**src/laser_cmd_params.svh**
```systemverilog
`ifndef LASER_CMD_PARAMS_SVH
`define LASER_CMD_PARAMS_SVH

// ========================================
// widths
// ========================================

// one host token carries one byte
`define LC_BYTE_W          8
`define LC_DISP_W          16
`define LC_GALVO_W         24

// offset magnitude is clipped to this value once bit 7 is set
`define LC_OFFSET_MAX      8'd128

// ========================================
// instruction opcodes
// ========================================

`define LC_OP_IDLE         8'd0
`define LC_OP_ACK          8'd1
`define LC_OP_OFFSET_H     8'd2
`define LC_OP_OFFSET_V     8'd3
`define LC_OP_DISPLAY_CYC  8'd4
`define LC_OP_START_SEQ    8'd5
`define LC_OP_GALVO_X      8'd6
`define LC_OP_GALVO_Y      8'd7

`endif

```
**src/laser_cmd_pkg.sv**
```systemverilog
`default_nettype none

`include "laser_cmd_params.svh"

package laser_cmd_pkg;

    typedef logic [`LC_BYTE_W-1:0]  byte_t;
    typedef logic [`LC_DISP_W-1:0]  disp_cycles_t;
    typedef logic [`LC_GALVO_W-1:0] galvo_t;

    // sequencer states, exported for monitoring
    typedef enum logic [4:0] {
        ST_IDLE          = 5'd0,
        ST_ERROR         = 5'd1,
        ST_WAIT_ACK      = 5'd2,
        ST_OFFSET_MAG    = 5'd3,
        ST_OFFSET_SIGN   = 5'd4,
        ST_DISP_LO       = 5'd5,
        ST_DISP_HI       = 5'd6,
        ST_START_TRIGGER = 5'd7,
        ST_GALVO_B0      = 5'd8,
        ST_GALVO_B1      = 5'd9,
        ST_GALVO_B2      = 5'd10
    } seq_state_t;

    // register byte targeted by a data token
    typedef enum logic [3:0] {
        F_OFS_H_MAG  = 4'd0,
        F_OFS_H_SIGN = 4'd1,
        F_OFS_V_MAG  = 4'd2,
        F_OFS_V_SIGN = 4'd3,
        F_DISP_LO    = 4'd4,
        F_DISP_HI    = 4'd5,
        F_GX_B0      = 4'd6,
        F_GX_B1      = 4'd7,
        F_GX_B2      = 4'd8,
        F_GY_B0      = 4'd9,
        F_GY_B1      = 4'd10,
        F_GY_B2      = 4'd11
    } field_t;

endpackage

`default_nettype wire

```
**src/cmd_sequencer.sv**
```systemverilog
`timescale 1ns/10ps
`default_nettype none

`include "laser_cmd_params.svh"

module cmd_sequencer (
    input  logic                      iCLK,
    input  logic                      iRST,
    input  logic                      tok_valid,
    input  logic                      tok_is_instr,
    input  laser_cmd_pkg::byte_t      tok_byte,
    output logic                      load,
    output laser_cmd_pkg::field_t     field,
    output laser_cmd_pkg::byte_t      load_byte,
    output logic                      seq_trigger,
    output logic                      error,
    output laser_cmd_pkg::seq_state_t state
);

    logic                      instr_tok;
    logic                      data_tok;
    laser_cmd_pkg::seq_state_t state_next;
    laser_cmd_pkg::seq_state_t cmd_state;
    laser_cmd_pkg::seq_state_t data_next;
    logic                      cmd_axis;
    logic                      data_wait;
    // 1 selects H (offset) or X (galvo), 0 selects V or Y
    logic                      axis_q;

    assign instr_tok = tok_valid && tok_is_instr;
    assign data_tok  = tok_valid && !tok_is_instr;

    // ========================================
    // opcode decode
    // ========================================

    // ack and unknown opcodes both land in the error state
    always_comb begin
        cmd_state = laser_cmd_pkg::ST_ERROR;
        cmd_axis  = 1'b0;
        case (tok_byte)
            `LC_OP_IDLE:        cmd_state = laser_cmd_pkg::ST_IDLE;
            `LC_OP_OFFSET_H: begin
                cmd_state = laser_cmd_pkg::ST_OFFSET_MAG;
                cmd_axis  = 1'b1;
            end
            `LC_OP_OFFSET_V:    cmd_state = laser_cmd_pkg::ST_OFFSET_MAG;
            `LC_OP_DISPLAY_CYC: cmd_state = laser_cmd_pkg::ST_DISP_LO;
            `LC_OP_START_SEQ:   cmd_state = laser_cmd_pkg::ST_START_TRIGGER;
            `LC_OP_GALVO_X: begin
                cmd_state = laser_cmd_pkg::ST_GALVO_B0;
                cmd_axis  = 1'b1;
            end
            `LC_OP_GALVO_Y:     cmd_state = laser_cmd_pkg::ST_GALVO_B0;
            default:            cmd_state = laser_cmd_pkg::ST_ERROR;
        endcase
    end

    // ========================================
    // data-wait states and field select
    // ========================================

    always_comb begin
        data_wait = 1'b1;
        data_next = laser_cmd_pkg::ST_WAIT_ACK;
        field     = laser_cmd_pkg::F_OFS_H_MAG;
        case (state)
            laser_cmd_pkg::ST_OFFSET_MAG: begin
                data_next = laser_cmd_pkg::ST_OFFSET_SIGN;
                field     = axis_q ? laser_cmd_pkg::F_OFS_H_MAG : laser_cmd_pkg::F_OFS_V_MAG;
            end
            laser_cmd_pkg::ST_OFFSET_SIGN: begin
                field = axis_q ? laser_cmd_pkg::F_OFS_H_SIGN : laser_cmd_pkg::F_OFS_V_SIGN;
            end
            laser_cmd_pkg::ST_DISP_LO: begin
                data_next = laser_cmd_pkg::ST_DISP_HI;
                field     = laser_cmd_pkg::F_DISP_LO;
            end
            laser_cmd_pkg::ST_DISP_HI: field = laser_cmd_pkg::F_DISP_HI;
            laser_cmd_pkg::ST_GALVO_B0: begin
                data_next = laser_cmd_pkg::ST_GALVO_B1;
                field     = axis_q ? laser_cmd_pkg::F_GX_B0 : laser_cmd_pkg::F_GY_B0;
            end
            laser_cmd_pkg::ST_GALVO_B1: begin
                data_next = laser_cmd_pkg::ST_GALVO_B2;
                field     = axis_q ? laser_cmd_pkg::F_GX_B1 : laser_cmd_pkg::F_GY_B1;
            end
            laser_cmd_pkg::ST_GALVO_B2: begin
                field = axis_q ? laser_cmd_pkg::F_GX_B2 : laser_cmd_pkg::F_GY_B2;
            end
            default: data_wait = 1'b0;
        endcase
    end

    // the bank writes in the strobe cycle, so load stays combinational
    assign load      = data_tok && data_wait;
    assign load_byte = tok_byte;

    // ========================================
    // next state
    // ========================================

    always_comb begin
        state_next = state;
        case (state)
            laser_cmd_pkg::ST_IDLE, laser_cmd_pkg::ST_ERROR: begin
                // data tokens are dropped here
                if (instr_tok)
                    state_next = cmd_state;
            end
            laser_cmd_pkg::ST_WAIT_ACK: begin
                if (instr_tok && tok_byte == `LC_OP_ACK)
                    state_next = laser_cmd_pkg::ST_IDLE;
                else if (tok_valid)
                    state_next = laser_cmd_pkg::ST_ERROR;
            end
            laser_cmd_pkg::ST_START_TRIGGER: state_next = laser_cmd_pkg::ST_WAIT_ACK;
            default: begin
                if (!data_wait)
                    state_next = laser_cmd_pkg::ST_IDLE;
                else if (instr_tok)
                    state_next = (tok_byte == `LC_OP_IDLE) ? laser_cmd_pkg::ST_IDLE
                                                            : laser_cmd_pkg::ST_ERROR;
                else if (data_tok)
                    state_next = data_next;
            end
        endcase
    end

    always_ff @(posedge iCLK or posedge iRST) begin
        if (iRST) begin
            state  <= laser_cmd_pkg::ST_IDLE;
            axis_q <= 1'b0;
        end else begin
            state <= state_next;
            // axis is latched only when a new command is taken
            if (instr_tok && (state == laser_cmd_pkg::ST_IDLE || state == laser_cmd_pkg::ST_ERROR))
                axis_q <= cmd_axis;
        end
    end

    assign seq_trigger = (state == laser_cmd_pkg::ST_START_TRIGGER);
    assign error       = (state == laser_cmd_pkg::ST_ERROR);

endmodule

`default_nettype wire

```
**src/laser_cmd_top.sv**
```systemverilog
`timescale 1ns/10ps
`default_nettype none

module laser_cmd_top (
    input  logic                        iCLK,
    input  logic                        iRST,
    input  logic                        tok_valid,
    input  logic                        tok_is_instr,
    input  laser_cmd_pkg::byte_t        tok_byte,
    output laser_cmd_pkg::byte_t        h_offset,
    output laser_cmd_pkg::byte_t        v_offset,
    output logic                        h_offset_sign,
    output logic                        v_offset_sign,
    output laser_cmd_pkg::disp_cycles_t display_cycles,
    output laser_cmd_pkg::galvo_t       galvo_x,
    output laser_cmd_pkg::galvo_t       galvo_y,
    output logic                        seq_trigger,
    output logic                        error,
    output laser_cmd_pkg::seq_state_t   monitor_state
);

    // byte-load bus shared by both banks
    logic                  seq_load;
    laser_cmd_pkg::field_t seq_field;
    laser_cmd_pkg::byte_t  seq_byte;

    // ========================================
    // command sequencer
    // ========================================

    cmd_sequencer cmd_sequencer_i (
        .iCLK         (iCLK),
        .iRST         (iRST),
        .tok_valid    (tok_valid),
        .tok_is_instr (tok_is_instr),
        .tok_byte     (tok_byte),
        .load         (seq_load),
        .field        (seq_field),
        .load_byte    (seq_byte),
        .seq_trigger  (seq_trigger),
        .error        (error),
        .state        (monitor_state)
    );

    // ========================================
    // register banks
    // ========================================

    offset_bank offset_bank_i (
        .iCLK          (iCLK),
        .iRST          (iRST),
        .load          (seq_load),
        .field         (seq_field),
        .load_byte     (seq_byte),
        .h_offset      (h_offset),
        .v_offset      (v_offset),
        .h_offset_sign (h_offset_sign),
        .v_offset_sign (v_offset_sign)
    );

    scan_bank scan_bank_i (
        .iCLK           (iCLK),
        .iRST           (iRST),
        .load           (seq_load),
        .field          (seq_field),
        .load_byte      (seq_byte),
        .display_cycles (display_cycles),
        .galvo_x        (galvo_x),
        .galvo_y        (galvo_y)
    );

endmodule

`default_nettype wire

```
**src/offset_bank.sv**
```systemverilog
`timescale 1ns/10ps
`default_nettype none

`include "laser_cmd_params.svh"

module offset_bank (
    input  logic                  iCLK,
    input  logic                  iRST,
    input  logic                  load,
    input  laser_cmd_pkg::field_t field,
    input  laser_cmd_pkg::byte_t  load_byte,
    output laser_cmd_pkg::byte_t  h_offset,
    output laser_cmd_pkg::byte_t  v_offset,
    output logic                  h_offset_sign,
    output logic                  v_offset_sign
);

    // raw magnitudes as sent by the host
    laser_cmd_pkg::byte_t h_mag_q;
    laser_cmd_pkg::byte_t v_mag_q;

    // clip anything with the top bit set
    function automatic laser_cmd_pkg::byte_t sat_mag(input laser_cmd_pkg::byte_t raw);
        if (raw[`LC_BYTE_W-1])
            return `LC_OFFSET_MAX;
        return raw;
    endfunction

    always_ff @(posedge iCLK or posedge iRST) begin
        if (iRST) begin
            h_mag_q       <= '0;
            v_mag_q       <= '0;
            h_offset_sign <= 1'b0;
            v_offset_sign <= 1'b0;
        end else if (load) begin
            case (field)
                laser_cmd_pkg::F_OFS_H_MAG:  h_mag_q <= load_byte;
                laser_cmd_pkg::F_OFS_V_MAG:  v_mag_q <= load_byte;
                // sign lives in bit 0 of the second byte
                laser_cmd_pkg::F_OFS_H_SIGN: h_offset_sign <= load_byte[0];
                laser_cmd_pkg::F_OFS_V_SIGN: v_offset_sign <= load_byte[0];
                default: ;
            endcase
        end
    end

    assign h_offset = sat_mag(h_mag_q);
    assign v_offset = sat_mag(v_mag_q);

endmodule

`default_nettype wire

```
**src/scan_bank.sv**
```systemverilog
`timescale 1ns/10ps
`default_nettype none

`include "laser_cmd_params.svh"

module scan_bank (
    input  logic                        iCLK,
    input  logic                        iRST,
    input  logic                        load,
    input  laser_cmd_pkg::field_t       field,
    input  laser_cmd_pkg::byte_t        load_byte,
    output laser_cmd_pkg::disp_cycles_t display_cycles,
    output laser_cmd_pkg::galvo_t       galvo_x,
    output laser_cmd_pkg::galvo_t       galvo_y
);

    // ========================================
    // byte-wise register loads
    // ========================================

    // low byte first, untouched bytes keep their old value
    always_ff @(posedge iCLK or posedge iRST) begin
        if (iRST) begin
            display_cycles <= '0;
            galvo_x        <= '0;
            galvo_y        <= '0;
        end else if (load) begin
            case (field)
                laser_cmd_pkg::F_DISP_LO:
                    display_cycles[0 +: `LC_BYTE_W] <= load_byte;
                laser_cmd_pkg::F_DISP_HI:
                    display_cycles[`LC_BYTE_W +: `LC_BYTE_W] <= load_byte;

                // galvo X
                laser_cmd_pkg::F_GX_B0:
                    galvo_x[0 +: `LC_BYTE_W] <= load_byte;
                laser_cmd_pkg::F_GX_B1:
                    galvo_x[`LC_BYTE_W +: `LC_BYTE_W] <= load_byte;
                laser_cmd_pkg::F_GX_B2:
                    galvo_x[2*`LC_BYTE_W +: `LC_BYTE_W] <= load_byte;

                // galvo Y
                laser_cmd_pkg::F_GY_B0:
                    galvo_y[0 +: `LC_BYTE_W] <= load_byte;
                laser_cmd_pkg::F_GY_B1:
                    galvo_y[`LC_BYTE_W +: `LC_BYTE_W] <= load_byte;
                laser_cmd_pkg::F_GY_B2:
                    galvo_y[2*`LC_BYTE_W +: `LC_BYTE_W] <= load_byte;

                // offset fields belong to the other bank
                default: ;
            endcase
        end
    end

endmodule

`default_nettype wire
```
**config.mk**
```make
export PLATFORM = sky130hd
export DESIGN_NAME = laser_cmd_top
export DESIGN_NICKNAME = d
export VERILOG_FILES = /design/src/laser_cmd_pkg.sv /design/src/cmd_sequencer.sv /design/src/laser_cmd_top.sv /design/src/offset_bank.sv /design/src/scan_bank.sv
export VERILOG_INCLUDE_DIRS = /design/src /design/src/src
export SDC_FILE = /design/constraint.sdc
export NUM_CORES = 1
export LEC_CHECK = 0
export ABC_AREA = 1
export BUFFER_PORTS_ARGS = -buffer_cell sky130_fd_sc_hd__buf_2
export CAP_MARGIN = 40
export CORE_ASPECT_RATIO = 1.2
export CORE_MARGIN = 2
export CORE_UTILIZATION = 53
export DETAILED_ROUTE_END_ITERATION = 7
export PLACE_DENSITY = 0.8
export SYNTH_ARGS = -nofsm -noshare
export SYNTH_HDL_FRONTEND = slang
export SYNTH_SLANG_ARGS = --single-unit
```
**constraint.sdc**
```tcl
create_clock -name iCLK -period 3.2 [get_ports iCLK]
set_input_delay 0 -clock iCLK [delete_from_list [all_inputs] [get_ports iCLK]]
set_output_delay 0 -clock iCLK [all_outputs]
set_load 0.01 [all_outputs]
```
==> reports/metrics.cfg <==
[detailed_routing]
first_pass_iters = 4
routedWlPerCell_um = 14.7
dr_total_vias = 3413
drtAntennaViolNets = 0
drt-total-wl_um = 9810
routed_via_density = 5.12
drt_iter0_drc = 177
drc = 0

[hold_path]
hold_path.startpoint = tok_is_instr
worstHoldPathCells = 6
hp-class = input pin to flip-flop

[finish]
fill_cells = 638
final_nets = 583
area_delta_synth_final_pct = 21.0
final_layout_size_suffix_gt1_frac = 0.238
antenna_cells = 0
final_cell_area_um2 = 4690

[timing]
worst_pin_slew_ns = 0.609
fin_crit_ns = 2.15
holdWs_ns = 0.184
relSlewSlack = 0.594
max_freq_mhz = 466
finalCritPeriodShare = 0.670
setup_tns_ns = 0
maxSlewViolCount = 0
finalSetupViolations = 0
hold_viol = 0
rsz0062_at_grt = false
fin_skew_ns = 0.00914

[die]
die_h_um = 97.7
die_area_um2 = 8010
core-area_um2 = 7190
start_util = 0.539
pin_count = 101
rows = 34
die_width_um = 82.1

[cts]
clock_latency_ns = 0.37
root_buffer = clkbuf_8
postCtsSetupRepairBufs = 0
ctsResizeCount = 0
cts_tree = done
numCtsBuffers = 9
cts.sinks = 87
cts_max_level = 3
cts.clk_slew.worst_paths_ns = 0.09
clock_path_buffers = 2

[critical_path]
r2r_cells = 7
r2r-start = cmd_sequencer_i.state[3]$_DFFE_PP0P_
worstSetupStartpoint = cmd_sequencer_i.state[3]$_DFFE_PP0P_
critPathKind = flip-flop to flip-flop
crit_path_end_kind = flip-flop
crit_fanout = 16
arrival_ns = 2.42
critPathLaunchType = flip-flop
required_ns = 3.48

[outcome]
status = finished, final reports clean

[synthesis]
synth.distinct_cells = 25
yosysWarnings = 0
syn_area_um2 = 3870
syn_avg_cell_area_um2 = 8.28
syn_nets = 480
ys_ff_latch = 87
synth.yosys.seq_area_share = 0.562
syn_inst = 468

[placement]
port_buffers = 99
place.gp.congestion = 0.887
hpwlAfterDp_um = 7080
dpl_cell_area_um2 = 4400

[global_route]
grt_pass1_wl_um = 16000
grt-ovfl-total = 0
grt_max_degree = 38
grt_pass1_vias = 3295
grt_usage = 0.264
grt_antenna_before_repair = 0

[power]
total_leakage_power_nw = 2.67
power.density_nw_per_um2 = 682
peakVddDrop_mv = 0.391

[run]
maxCapViolCount = 0

==> cell usage after synthesis (all sizes together) <==
cell type	instances	area share
conb	1	0.00097
clkbuf	6	0.0058
nand3	31	0.047
nand2	151	0.15
nor2	52	0.058
nor3	1	0.0013
xor2	1	0.0023
buf	12	0.020
dfrtp	87	0.56
nand3b	2	0.0039
inv	45	0.044
a21oi	2	0.0026
nand4	3	0.0065
o21ai	73	0.094
o21bai	1	0.0019
==> per-layer routing <==
layer,track usage,up-vias,part of all wire
met2,0.415,118,0.48
met1,0.351,1599,0.43
li1,-,1683,-
met4,0.0808,0,0.014
met3,0.0762,13,0.072
met5,0,-,0
==> path summary, 6_finish.rpt <==
path / endpoint / slack [ns]
worst max-delay path: scan_bank_i.display_cycles[0]$_DFFE_PP0P_ / 1.06
worst min-delay path: cmd_sequencer_i.state[2]$_DFFE_PP0P_ / 0.18
worst max register to register: scan_bank_i.display_cycles[0]$_DFFE_PP0P_ / 1.06
worst min register to register: offset_bank_i.h_offset_sign$_DFFE_PP0P_ / 0.47
max in group asynchronous: scan_bank_i.display_cycles[6]$_DFFE_PP0P_ / 2.16
min in group asynchronous: scan_bank_i.galvo_x[7]$_DFFE_PP0P_ / 0.22
==> repair_timing <==
item | in CTS | in global routing
hold buffers | 9 | 0
setup endpoints to repair | 0 | 0
endpoints found under the hold margin | 52 | 0
==> layout by cell type, fill, tap and decap left out, drive strengths merged <==
| cell type | Yosys | routed |
|---|---|---|
| a21oi | 2 | 2 |
| nand3b | 2 | 2 |
| inv | 45 | 47 |
| xor2 | 1 | 1 |
| clkinv | 0 | 3 |
| buf | 12 | 101 |
| nor3 | 1 | 1 |
| dlygate4sd3 | 0 | 9 |
| clkinvlp | 0 | 2 |
| nand4 | 3 | 3 |
| nor2 | 52 | 52 |
| dfrtp | 87 | 87 |
| conb | 1 | 1 |
| o21bai | 1 | 1 |
| o21ai | 73 | 73 |
| clkbuf | 6 | 9 |
| nand2 | 151 | 151 |
| nand3 | 31 | 31 |
==> report_power, final <==
group | leakage (nW) | internal, mW | switching [mW] | total, mW
Clock | 0.0942 | 0.306 | 0.455 | 0.760
Sequential | 1.20 | 1.26 | 0.135 | 1.40
Combinational | 1.37 | 0.345 | 0.694 | 1.04
Total | 2.67 | 1.91 | 1.28 | 3.20
==> layout make-up <==
| type | count | area, um^2 | area share |
|---|---|---|---|
| multi-input cells | 318 | 1430 | 0.305 |
| flip-flops and latches | 87 | 2180 | 0.464 |
| clock inverters | 7 | 73.8 | 0.0157 |
| inverters | 45 | 170 | 0.0363 |
| clock buffers | 9 | 124 | 0.0264 |
| repair buffers | 110 | 601 | 0.128 |
| well taps | 90 | 113 | 0.0240 |
==> critical path, cell delays in order (launching register included) <==
cell and delay, ns:
dfrtp_1 0.48, nor2_1 0.29, nand2_2 0.17, nand2_1 0.10, nor2_2 0.06, nor2_4 0.32
nand3_2 0.34, o21ai_0 0.29
==> flip-flops by register name, summed over array words and instances, names as in the netlist <==
register / flops
scan_bank_i.galvo_y: 24
offset_bank_i.h_mag_q: 8
scan_bank_i.galvo_x: 24
cmd_sequencer_i.state: 4
cmd_sequencer_i.axis_q: 1
offset_bank_i.v_offset_sign: 1
offset_bank_i.v_mag_q: 8
offset_bank_i.h_offset_sign: 1
scan_bank_i.display_cycles: 16
==> stage by stage <==
step	instances	total power, mW	worst slack, ns	util
2_1_floorplan	468	2.12	0.950	-
3_3_place_gp	641	2.43	1.11	0.612
3_5_place_dp	641	2.45	1.09	0.612
4_1_cts	666	3.21	1.06	0.652
5_1_grt	666	3.42	0.876	0.652
6_report	666	3.20	1.06	0.652
==> cell families after synthesis <==
family | count (synthesis) | synth area share
other | 1 | 0.000968
DFF | 87 | 0.562
buffers and inverters | 63 | 0.0691
and+or+nand+nor | 240 | 0.267
AOI/OAI and AO/OA | 76 | 0.0988
xor gates and xnor gates | 1 | 0.00226
(Power assumes the default switching activity.)
